**src/logic/obi_pkg.sv**
```systemverilog
// --------------------------------------
// data-bus side definitions
// observed OBI signal bundle, per-request
// attribute record, outstanding count type
// --------------------------------------

`default_nettype none

package obi_pkg;

  // signals seen on the data bus in one cycle
  typedef struct packed {
    logic req;
    logic gnt;
    logic rvalid;
    // inverted copy of gnt
    logic gntpar;
    logic is_store;
  } obi_bus_t;

  // attributes queued for each granted request
  typedef struct packed {
    logic is_store;
    logic gntpar_err;
  } req_attr_t;

  // number of granted addresses still waiting for a response
  typedef logic [3:0] obi_count_t;

  localparam obi_count_t OBI_COUNT_MAX = 4'd15;

endpackage

`default_nettype wire

```
**src/logic/retire_pkg.sv**
```systemverilog
// --------------------------------------
// retirement side definitions
// retirement report, debug FSM states,
// debug request hold counter type
// --------------------------------------

`default_nettype none

package retire_pkg;

  // one retirement report from writeback
  typedef struct packed {
    // single-cycle retirement strobe
    logic valid;
    logic dbg_mode;
    logic is_dret;
    logic trap;
  } retire_t;

  // tracks where the core is relative to debug code
  typedef enum logic [1:0] {
    DBG_NORMAL,
    DBG_IN_DEBUG,
    DBG_DRET_SEEN
  } dbg_state_e;

  // retirements left before a recorded debug request expires
  typedef logic [1:0] dbg_hold_t;

endpackage

`default_nettype wire

```
**src/logic/obi_phase_monitor.sv**
```systemverilog
// --------------------------------------
// OBI data-bus phase monitor
// address and response phase continuation,
// saturating outstanding-address count
// --------------------------------------

`default_nettype none

module obi_phase_monitor (
  input  logic                 in_support_if,
  input  logic                 reset_i,
  input  obi_pkg::obi_bus_t    bus_i,
  output logic                 gnt_q_o,
  output logic                 addr_ph_cont_o,
  output logic                 resp_ph_cont_o,
  output obi_pkg::obi_count_t  outstanding_o
);

  import obi_pkg::*;

  logic       req_no_gnt_q;
  logic       grant;
  obi_count_t count_q;

  assign grant = bus_i.req & bus_i.gnt;

  // previous cycle state of the address phase
  always_ff @(posedge in_support_if) begin
    if (reset_i) begin
      gnt_q_o      <= 1'b0;
      req_no_gnt_q <= 1'b0;
    end else begin
      gnt_q_o      <= bus_i.gnt;
      req_no_gnt_q <= bus_i.req & ~bus_i.gnt;
    end
  end

  // a request held over from a stalled cycle
  assign addr_ph_cont_o = bus_i.req & req_no_gnt_q;

  // --------------------------------------
  // outstanding address count
  // --------------------------------------

  // grant and rvalid in one cycle cancel out
  always_ff @(posedge in_support_if) begin
    if (reset_i) begin
      count_q <= '0;
    end else if (grant && !bus_i.rvalid) begin
      if (count_q != OBI_COUNT_MAX) begin
        count_q <= count_q + 1'b1;
      end
    end else if (bus_i.rvalid && !grant) begin
      if (count_q != '0) begin
        count_q <= count_q - 1'b1;
      end
    end
  end

  // still waiting on at least one response
  assign resp_ph_cont_o = (count_q != '0) & ~bus_i.rvalid;
  assign outstanding_o  = count_q;

endmodule

`default_nettype wire

```
**src/logic/gntpar_checker.sv**
```systemverilog
// --------------------------------------
// grant parity checker
// flags gnt/gntpar mismatches and carries
// the flag across a stalled address phase
// --------------------------------------

`default_nettype none

module gntpar_checker (
  input  logic               in_support_if,
  input  logic               reset_i,
  input  obi_pkg::obi_bus_t  bus_i,
  output logic               gntpar_err_o
);

  logic carry_q;

  // gntpar must be the inverse of gnt while req is high
  assign gntpar_err_o = bus_i.req & ((bus_i.gnt == bus_i.gntpar) | carry_q);

  // keep the error alive until the stalled request is granted
  always_ff @(posedge in_support_if) begin
    if (reset_i) begin
      carry_q <= 1'b0;
    end else if (bus_i.req && !bus_i.gnt) begin
      carry_q <= gntpar_err_o;
    end else begin
      carry_q <= 1'b0;
    end
  end

endmodule

`default_nettype wire

```
**src/logic/req_attr_fifo.sv**
```systemverilog
// --------------------------------------
// in-order request attribute queue
// pushes on grant, shows the head entry
// in the response cycle and pops on rvalid
// --------------------------------------

`default_nettype none

module req_attr_fifo #(
  parameter int ATTR_DEPTH = 4
) (
  input  logic                in_support_if,
  input  logic                reset_i,
  input  logic                push_i,
  input  logic                pop_i,
  input  obi_pkg::req_attr_t  attr_i,
  output obi_pkg::req_attr_t  resp_attr_o
);

  import obi_pkg::*;

  localparam int PTR_W = $clog2(ATTR_DEPTH);
  localparam int CNT_W = $clog2(ATTR_DEPTH + 1);

  req_attr_t              mem [ATTR_DEPTH];
  logic [PTR_W-1:0]       wr_ptr_q;
  logic [PTR_W-1:0]       rd_ptr_q;
  logic [CNT_W-1:0]       count_q;
  logic                   empty;
  logic                   full;
  logic                   do_push;
  logic                   do_pop;

  assign empty = (count_q == '0);
  assign full  = (count_q == CNT_W'(ATTR_DEPTH));

  assign do_pop  = pop_i & ~empty;
  // a full queue still takes a push when the head leaves in the same cycle
  assign do_push = push_i & (~full | do_pop);

  // entry storage
  always_ff @(posedge in_support_if) begin
    if (do_push) begin
      mem[wr_ptr_q] <= attr_i;
    end
  end

  // --------------------------------------
  // pointers and occupancy
  // --------------------------------------

  always_ff @(posedge in_support_if) begin
    if (reset_i) begin
      wr_ptr_q <= '0;
      rd_ptr_q <= '0;
      count_q  <= '0;
    end else begin
      if (do_push) begin
        wr_ptr_q <= wr_ptr_q + 1'b1;
      end
      if (do_pop) begin
        rd_ptr_q <= rd_ptr_q + 1'b1;
      end
      if (do_push && !do_pop) begin
        count_q <= count_q + 1'b1;
      end else if (do_pop && !do_push) begin
        count_q <= count_q - 1'b1;
      end
    end
  end

  // attributes of the oldest request while its response is on the bus
  assign resp_attr_o = do_pop ? mem[rd_ptr_q] : '0;

endmodule

`default_nettype wire

```
**src/logic/retire_tracker.sv**
```systemverilog
// --------------------------------------
// retirement tracker
// debug entry/exit FSM, debug request
// recording, request after exception
// --------------------------------------

`default_nettype none

module retire_tracker (
  input  logic                 in_support_if,
  input  logic                 reset_i,
  input  retire_pkg::retire_t  retire_i,
  input  logic                 trap_taken_i,
  input  logic                 debug_req_i,
  input  logic                 bus_req_i,
  input  logic                 gnt_q_i,
  output logic                 first_debug_ins_o,
  output logic                 recorded_dbg_req_o,
  output logic                 req_after_exception_o
);

  import retire_pkg::*;

  dbg_state_e state_q;
  dbg_state_e state_d;
  dbg_hold_t  hold_q;
  logic       exc_active_q;

  // --------------------------------------
  // debug entry and exit
  // --------------------------------------

  always_comb begin
    state_d = state_q;
    if (state_q == DBG_DRET_SEEN) begin
      // one cycle after dret, back to normal no matter what retires
      state_d = DBG_NORMAL;
    end else if (retire_i.valid) begin
      if (retire_i.is_dret && !retire_i.trap) begin
        state_d = DBG_DRET_SEEN;
      end else if (retire_i.dbg_mode) begin
        state_d = DBG_IN_DEBUG;
      end else begin
        state_d = DBG_NORMAL;
      end
    end
  end

  always_ff @(posedge in_support_if) begin
    if (reset_i) begin
      state_q <= DBG_NORMAL;
    end else begin
      state_q <= state_d;
    end
  end

  assign first_debug_ins_o = retire_i.valid & retire_i.dbg_mode & (state_q == DBG_NORMAL);

  // --------------------------------------
  // debug request recording
  // --------------------------------------

  // held for one more retirement with a coincident retire, two without
  always_ff @(posedge in_support_if) begin
    if (reset_i) begin
      recorded_dbg_req_o <= 1'b0;
      hold_q             <= '0;
    end else if (retire_i.valid) begin
      if (debug_req_i) begin
        recorded_dbg_req_o <= 1'b1;
        hold_q             <= 2'd1;
      end else if (hold_q != '0) begin
        hold_q <= hold_q - 1'b1;
      end else begin
        recorded_dbg_req_o <= 1'b0;
      end
    end else if (debug_req_i) begin
      recorded_dbg_req_o <= 1'b1;
      hold_q             <= 2'd2;
    end
  end

  // --------------------------------------
  // data request after a trap
  // --------------------------------------

  always_ff @(posedge in_support_if) begin
    if (reset_i) begin
      exc_active_q          <= 1'b0;
      req_after_exception_o <= 1'b0;
    end else if (trap_taken_i) begin
      exc_active_q <= 1'b1;
      if (bus_req_i && gnt_q_i) begin
        req_after_exception_o <= 1'b1;
      end
    end else if (retire_i.valid) begin
      exc_active_q          <= 1'b0;
      req_after_exception_o <= 1'b0;
    end else if (exc_active_q && bus_req_i && gnt_q_i) begin
      req_after_exception_o <= 1'b1;
    end
  end

endmodule

`default_nettype wire

```
**src/logic/support_logic.sv**
```systemverilog
// --------------------------------------
// support logic top level
// data-bus watchers around the
// retirement tracker
// --------------------------------------

`default_nettype none

module support_logic #(
  parameter int ATTR_DEPTH = 4
) (
  input  logic                 in_support_if,
  input  logic                 reset_i,
  input  obi_pkg::obi_bus_t    bus_i,
  input  retire_pkg::retire_t  retire_i,
  input  logic                 trap_taken_i,
  input  logic                 debug_req_i,
  output logic                 addr_ph_cont_o,
  output logic                 resp_ph_cont_o,
  output obi_pkg::obi_count_t  outstanding_o,
  output obi_pkg::req_attr_t   resp_attr_o,
  output logic                 first_debug_ins_o,
  output logic                 recorded_dbg_req_o,
  output logic                 req_after_exception_o
);

  import obi_pkg::*;

  logic      gnt_q;
  logic      gntpar_err;
  req_attr_t push_attr;

  assign push_attr = '{is_store: bus_i.is_store, gntpar_err: gntpar_err};

  obi_phase_monitor u_phase (
    .in_support_if  (in_support_if),
    .reset_i        (reset_i),
    .bus_i          (bus_i),
    .gnt_q_o        (gnt_q),
    .addr_ph_cont_o (addr_ph_cont_o),
    .resp_ph_cont_o (resp_ph_cont_o),
    .outstanding_o  (outstanding_o)
  );

  gntpar_checker u_gntpar (
    .in_support_if (in_support_if),
    .reset_i       (reset_i),
    .bus_i         (bus_i),
    .gntpar_err_o  (gntpar_err)
  );

  // attributes enter on grant and leave with the matching rvalid
  req_attr_fifo #(
    .ATTR_DEPTH (ATTR_DEPTH)
  ) u_attr_fifo (
    .in_support_if (in_support_if),
    .reset_i       (reset_i),
    .push_i        (bus_i.req & bus_i.gnt),
    .pop_i         (bus_i.rvalid),
    .attr_i        (push_attr),
    .resp_attr_o   (resp_attr_o)
  );

  retire_tracker u_retire (
    .in_support_if         (in_support_if),
    .reset_i               (reset_i),
    .retire_i              (retire_i),
    .trap_taken_i          (trap_taken_i),
    .debug_req_i           (debug_req_i),
    .bus_req_i             (bus_i.req),
    .gnt_q_i               (gnt_q),
    .first_debug_ins_o     (first_debug_ins_o),
    .recorded_dbg_req_o    (recorded_dbg_req_o),
    .req_after_exception_o (req_after_exception_o)
  );

endmodule

`default_nettype wire

```
**config.mk**
```make
export PLATFORM = sky130hd
export DESIGN_NAME = support_logic
export DESIGN_NICKNAME = d
export VERILOG_FILES = /design/src/logic/obi_pkg.sv /design/src/logic/retire_pkg.sv /design/src/logic/obi_phase_monitor.sv /design/src/logic/gntpar_checker.sv /design/src/logic/req_attr_fifo.sv /design/src/logic/retire_tracker.sv /design/src/logic/support_logic.sv
export SDC_FILE = /design/constraint.sdc
export NUM_CORES = 1
export LEC_CHECK = 0
export ABC_AREA = 1
export BUFFER_PORTS_ARGS = -buffer_cell sky130_fd_sc_hd__buf_2
export CAP_MARGIN = 20
export CORE_MARGIN = 4
export CORE_UTILIZATION = 45
export CTS_CLUSTER_SIZE = 8
export DETAILED_ROUTE_END_ITERATION = 10
export PLACE_DENSITY = 0.64
export SLEW_MARGIN = 30
export SYNTH_ARGS = -nofsm -noshare
export SYNTH_HDL_FRONTEND = slang
export SYNTH_HIERARCHICAL = 1
export SYNTH_SLANG_ARGS = --single-unit
export TNS_END_PERCENT = 30
```
**constraint.sdc**
```tcl
create_clock -name in_support_if -period 2.46 [get_ports in_support_if]
set_clock_uncertainty 0.1 [all_clocks]
set_input_delay 0.738 -clock in_support_if [delete_from_list [all_inputs] [get_ports in_support_if]]
set_output_delay 0.738 -clock in_support_if [all_outputs]
set_load 0.01 [all_outputs]
```
== Word-level counts from Yosys, hierarchy flattened ==
Memories as Yosys holds them, arrays and structs flattened. A register that Yosys moved wholly into a read port is not among the register bits.
Cells that the tools add are included.

* Output and inout port bits: 11
* Memories kept: 1
* Input bits: 13
* Flip-flop bits (word level): 21
* RAM bits: 8

{| class="wikitable"
|+ Memories
! memory !! words !! bits a word !! read ports !! clocked after memory_dff !! wr ports !! line !! RTL
|-
| u_attr_fifo.mem || 4 || 2 || 1 || 1 || 1 || req_attr_fifo.sv:25 || <nowiki>req_attr_t mem [ATTR_DEPTH];</nowiki>
|}

* $add $sub $neg: 7
* Reductions and logical operators: 32
* Bitwise gates (word level): 16
* Mux-type cells: 27
* Eq/ne operators: 7

{| class="wikitable"
|+ Operators by type and width
! kind !! number
|-
| $mux 2 || 8
|-
| $mux 4 || 4
|-
| $reduce_bool 2->1 || 7
|-
| $mux 1 || 13
|-
| $and 1x1->1 || 9
|-
| $logic_and 1x1->1 || 9
|-
| $logic_not 1->1 || 6
|-
| $mux 3 || 2
|-
| $reduce_and 2->1 || 3
|-
| $not 1->1 || 5
|-
| $add 2x1->2 const B || 2
|-
| $add 4x1->4 const B || 1
|-
| $ne 2x2->1 const B || 2
|-
| $ne 4x4->1 const B || 1
|-
| $reduce_bool 4->1 || 1
|-
| $reduce_or 2->1 || 2
|-
| $sub 4x1->4 const B || 1
|-
| $add 3x1->3 const B || 1
|-
| $eq 3x3->1 const B || 1
|-
| $logic_not 3->1 || 1
|-
| $reduce_and 3->1 || 1
|-
| $reduce_bool 3->1 || 1
|-
| $sub 3x1->3 const B || 1
|-
| $eq 2x2->1 const B || 1
|-
| other kinds (5) || 6
|}

== Longest topological paths before layout ==
* Depth in word-level cells: 9
* Depth in mapped cells: 14
* Mapped depth without buffers: 14

== Cells and area by module ==
Netlist, hierarchy kept.

{| class="wikitable"
|+ Modules (own cells, without submodules)
! module !! cells an instance !! instances !! seq. area each (sq um) !! area each (sq um)
|-
| req_attr_fifo || 94 || 1 || 420.4 || 825.8
|-
| obi_phase_monitor || 70 || 1 || 120.1 || 441.7
|-
| retire_tracker || 55 || 1 || 140.1 || 350.3
|-
| gntpar_checker || 11 || 1 || 20.0 || 61.3
|-
| support_logic || 2 || 1 || 0.0 || 7.5
|}

== Worst setup path after synthesis ==
Ideal clock, no wire load.

* Kind: in2reg
* Start point: in bus_i[2] (netlist name)
* End point: reg u_attr_fifo.count_q[1]
* Setup slack: 333 ps
* Stages on the path: 9
* Library setup time: 116 ps
* Buffers on the path: 0
* Data required time: 2244 ps
* Arrival: 1912 ps
* Path through: nor2_1 nand2_2 nand2_2 inv_1 ha_1 inv_1 fa_1 o21ai_0 nor2_1

* Cells in the longest elaborated chain, start to end: 6

{| class="wikitable"
|+ RTL lines
! item !! line !! RTL
|-
| start, declared || support_logic.sv:14 || <nowiki>input obi_pkg::obi_bus_t bus_i,</nowiki>
|-
| $and 1x1->1 * || req_attr_fifo.sv:37 || <nowiki>assign do_pop = pop_i & ~empty;</nowiki>
|-
| $or 1x1->1 * || req_attr_fifo.sv:39 || <nowiki>assign do_push = push_i & (~full | do_pop);</nowiki>
|-
| $and 1x1->1 * || req_attr_fifo.sv:39 ||
|-
| net u_attr_fifo.do_push || req_attr_fifo.sv:31 || <nowiki>logic do_push;</nowiki>
|-
| $logic_not 1->1 || req_attr_fifo.sv:66 || <nowiki>end else if (do_pop && !do_push) begin</nowiki>
|-
| $logic_and 1x1->1 || req_attr_fifo.sv:66 ||
|-
| $reduce_bool 2->1 (no source line) || - ||
|-
| end signal, assigned || req_attr_fifo.sv:65 || <nowiki>count_q <= count_q + 1'b1;</nowiki>
|-
| end signal, assigned || req_attr_fifo.sv:67 || <nowiki>count_q <= count_q - 1'b1;</nowiki>
|-
| end, declared || req_attr_fifo.sv:28 || <nowiki>logic [CNT_W-1:0] count_q;</nowiki>
|}

The timed path passes the listed nets; every way through them passes the cells marked *.
A chain may end at the register's enable or synchronous reset.

==> parameters.txt <==
Parameter                              Value

CTS
  Number of CTS-inserted buffers    5
  Clock net sink count    31
  Number of buffers added to fix hold violations after cts    0
  Buffer type at the clock tree root    sky130_fd_sc_hd__clkbuf_8
  TritonCTS clock tree    built
  Number of levels in the clock H-tree    2
  CTS max path bufs    2
  Clk Latency, worst-skew pair    280 ps
  Clk pin slew, worst setup/hold paths    60 ps
  Cts repair resizes    0
  Post-CTS Setup Repair Bufs    0

Timing
  Share of the cycle needed by the critical path after routing    0.870
  Maximum frequency from static timing analysis    about 470 MHz
  Setup TNS    0 ps
  Hold_ws    roughly 360 ps
  Hold Fails Final Rpt    0
  Setup violation total in the final timing report    0
  RSZ-0062 raised after global routing    false
  Transition time of the tightest slew-check pin    roughly 260 ps
  Pins over their slew limit    0
  Final critical delay including setup and external delays    2140 ps
  Worst slew margin relative to its limit    0.827

Route
  Number of violations reported at the end of detailed-routing iteration 0    60
  Overall via count from detail_route    ~1400
  Count of unresolved DRC violations after routing    0
  Wire length per cell after detailed routing    roughly 9.4 um
  Number of nets still failing antenna checks after routing    0
  Total length of routed wires    2.93 mm
  Number of iterations in the first detailed-routing pass    4
  Via density per instance    around 4.5

Finish
  Number of antenna diodes    0
  P&R area growth vs syn    15.5%
  Nets@finish    roughly 290
  Number of non-filler instances in the completed layout    310
  Filler Cell Count    350
  Fraction of layout instances using a drive strength above 1    0.178

Critical path
  Worst Setup Path Type    in -> out
  Cell breakdown of the critical path    buf_2 -> buf_4 -> nand2_4 -> a21oi_1 -> buf_2
  Critical path fanouts, max    5
  Worst-path cell with the longest stage delay    sky130_fd_sc_hd__buf_2
  Startpoint kind of the worst setup timing path    input pin
  Delay contributed by the slowest stage of the critical path    about 140 ps
  Worst EP required    1620 ps
  Arrival time worst endpoint    around 1300 ps
  Combined buffer and inverter count along the critical path    3
  Crit-path most repeated cell    sky130_fd_sc_hd__buf_2
  Critical path endpoint category    output port
  Cell type group with the largest total delay on the critical path    buffers and inverters

Synthesis
  Commonest cells in the synthesized netlist    sky130_fd_sc_hd__inv_1, sky130_fd_sc_hd__nand2_1, sky130_fd_sc_hd__nor2_1
  Yosys synthesis warning count    6
  Primary FF master, synth    sky130_fd_sc_hd__dfxtp_1
  Part of the Yosys area used for sequential elements    0.415
  Leading area contributor after synthesis    sky130_fd_sc_hd__dfxtp_1
  Nets in the synthesized netlist    between 200 and 300
  Synth Cell Area    ~1700 um^2
  Number of storage elements in the synthesis netlist    31
  Share of the synthesized area in the top cell type    0.273
  Distinct cell type count of the synthesized netlist    25
  Count leader, synth    sky130_fd_sc_hd__inv_1
  Cell types occupying the most area after synthesis    sky130_fd_sc_hd__dfxtp_1, sky130_fd_sc_hd__edfxtp_1, sky130_fd_sc_hd__inv_1
  Post-synth EDFFs    8
  Avg Synthesized Cell Area    between 7 and 8 um^2
  Post-synthesis async set-or-reset flop share    0
  Post-Synthesis Cells    232

Power
  Sequential share of power    0.415
  Cell-internal power    1.05 mW
  Power after layout    1.68 mW
  Switching portion of total power    0.374
  Maximum resistive drop on vdd    about 0.38 mV
  Leakage    between 0.9 and 1 nW
  Cell Pwr Density    862 nW/um^2
  Switching Power    roughly 0.63 mW
  Part of the power in combinational logic    0.363
  Part of the total power dissipated in the clock network    0.222

Floorplanning
  Total I/O pin count    24
  Width of the die    69.2 um
  Die Height    69.2 um
  Area inside the core boundary    3470 um^2
  Starting density of the core    0.486
  Die area    approximately 4800 um^2
  Standard-cell row count    21

Outcome
  Result of the run    completed

Worst hold path
  Worst min-delay path class    reg -> reg

Flow run
  Max-cap viol count    0

Placement
  Final Wtd Congestion    between 0.7 and 0.8
  Count of placed standard cells including taps    between 300 and 400
  Placed wire-length estimate after detailed placement    2.29 mm
  Input/output buffers    23

Global route
  Aggregate global-route resource usage    0.134
  Total overflow reported by the global router    0
  Via count of the first global-routing pass    about 1200
  Number of antenna violations at the first check in global routing    0
  Maximum number of pins on one net before global-route repair    14
  First-pass GRT wire length    5.23 mm
worst min-delay path, cell delays in order, from the launching register on:
cell and delay, ps:
sky130_fd_sc_hd__dfxtp_1 310, sky130_fd_sc_hd__inv_1 50, sky130_fd_sc_hd__a21oi_1 50
cells by family (layout without fill, tap and decap cells):
| family | count (synthesis) | after routing | share of synthesized area |
|---|---|---|---|
| simple gates | 107 | 107 | 0.281 |
| xor+xnor | 3 | 3 | 0.0156 |
| compound gates | 26 | 26 | 0.0816 |
| flops | 31 | 31 | 0.415 |
| buf+inv | 54 | 86 | 0.120 |
| fa+ha+maj | 11 | 11 | 0.0861 |
metrics by stage:
step                worst slack [ps]  utilization  instance area (um^2)
floorplan                        333            -                  1690
global placement                84.6        0.538                  1870
detailed placement              69.6        0.538                  1870
CTS                              308        0.562                  1950
global route                     219        0.562                  1950
finish                           320        0.562                  1950
sequential cells by signal, summed over array words and instances, names as in the netlist, 2 cells and up, named ones only:
| name | cells |
|---|---|
| u_attr_fifo/rd_ptr_q | 2 |
| u_retire/hold_q | 2 |
| u_attr_fifo/wr_ptr_q | 2 |
| u_retire/state_q | 2 |
| u_phase/outstanding_o | 4 |
| u_attr_fifo/count_q | 3 |
| u_attr_fifo/mem | 8 |
cell usage in the layout, fill, tap and decap left out:
cell type,Yosys,routed
sky130_fd_sc_hd__dfxtp_1,23,23
sky130_fd_sc_hd__nor2_4,1,1
sky130_fd_sc_hd__a21oi_1,16,16
sky130_fd_sc_hd__buf_4,0,1
sky130_fd_sc_hd__o21ai_1,2,2
sky130_fd_sc_hd__o21ai_0,6,6
sky130_fd_sc_hd__nor2_1,36,36
sky130_fd_sc_hd__fa_1,1,1
sky130_fd_sc_hd__clkbuf_8,0,5
sky130_fd_sc_hd__xor2_1,1,1
sky130_fd_sc_hd__inv_1,50,50
sky130_fd_sc_hd__or2_0,1,1
sky130_fd_sc_hd__o21ai_2,1,1
sky130_fd_sc_hd__nand2_1,45,45
sky130_fd_sc_hd__a21oi_2,1,1
sky130_fd_sc_hd__edfxtp_1,8,8
sky130_fd_sc_hd__nor3_1,1,1
sky130_fd_sc_hd__inv_2,3,3
sky130_fd_sc_hd__clkinv_1,1,1
sky130_fd_sc_hd__nand2_4,2,2
sky130_fd_sc_hd__xnor2_1,2,2
sky130_fd_sc_hd__and2_1,1,1
sky130_fd_sc_hd__clkinv_2,0,1
sky130_fd_sc_hd__nand3_2,2,2
sky130_fd_sc_hd__nand2_2,5,5
sky130_fd_sc_hd__buf_2,0,23
sky130_fd_sc_hd__nor2_2,2,2
sky130_fd_sc_hd__ha_1,10,10
sky130_fd_sc_hd__clkbuf_1,0,2
sky130_fd_sc_hd__nand3_1,11,11
per-layer routing:
| metal | share of wire | routed length (um) | GRT usage |
|---|---|---|---|
| met5 | 0 | 0 | 0 |
| met4 | 0.014 | 41 | 0.0521 |
| met3 | 0.071 | 208 | 0.0522 |
| met2 | 0.42 | 1220 | 0.185 |
| met1 | 0.50 | 1460 | 0.186 |
power by group through the flow:
stage          combinational [mW]  sequential (mW)  clock (mW)
2_1_floorplan               0.462            0.702           0
3_3_place_gp                0.610            0.708           0
3_5_place_dp                0.610            0.709           0
4_1_cts                     0.616            0.698       0.387
5_1_grt                     0.701            0.712       0.412
6_report                    0.610            0.697       0.373
worst paths after layout:
| check | from | to | slack (ps) | depth (start not counted) |
|---|---|---|---|---|
| worst max-delay path | bus_i[2] | resp_attr_o[1] | 320 | 5 |
| worst min-delay path | u_retire/req_after_exception_o | u_retire/req_after_exception_o | 360 | 2 |
| worst min register to register | u_retire/req_after_exception_o | u_retire/req_after_exception_o | 360 | 2 |
| worst max register to register | u_attr_fifo/count_q[0] | u_attr_fifo/count_q[1] | 520 | 9 |
layout make-up:
cell class,count,area [um^2],share of cell area
multi-input combinational,147,783,0.402
sequential,31,701,0.360
inverter,54,203,0.104
timing repair buffer,24,123,0.0629
clock buffer,7,76.3,0.0392
tap,46,57.6,0.0295
clock inverter,1,5.00,0.00257
Power figures use the tool's default switching activity.
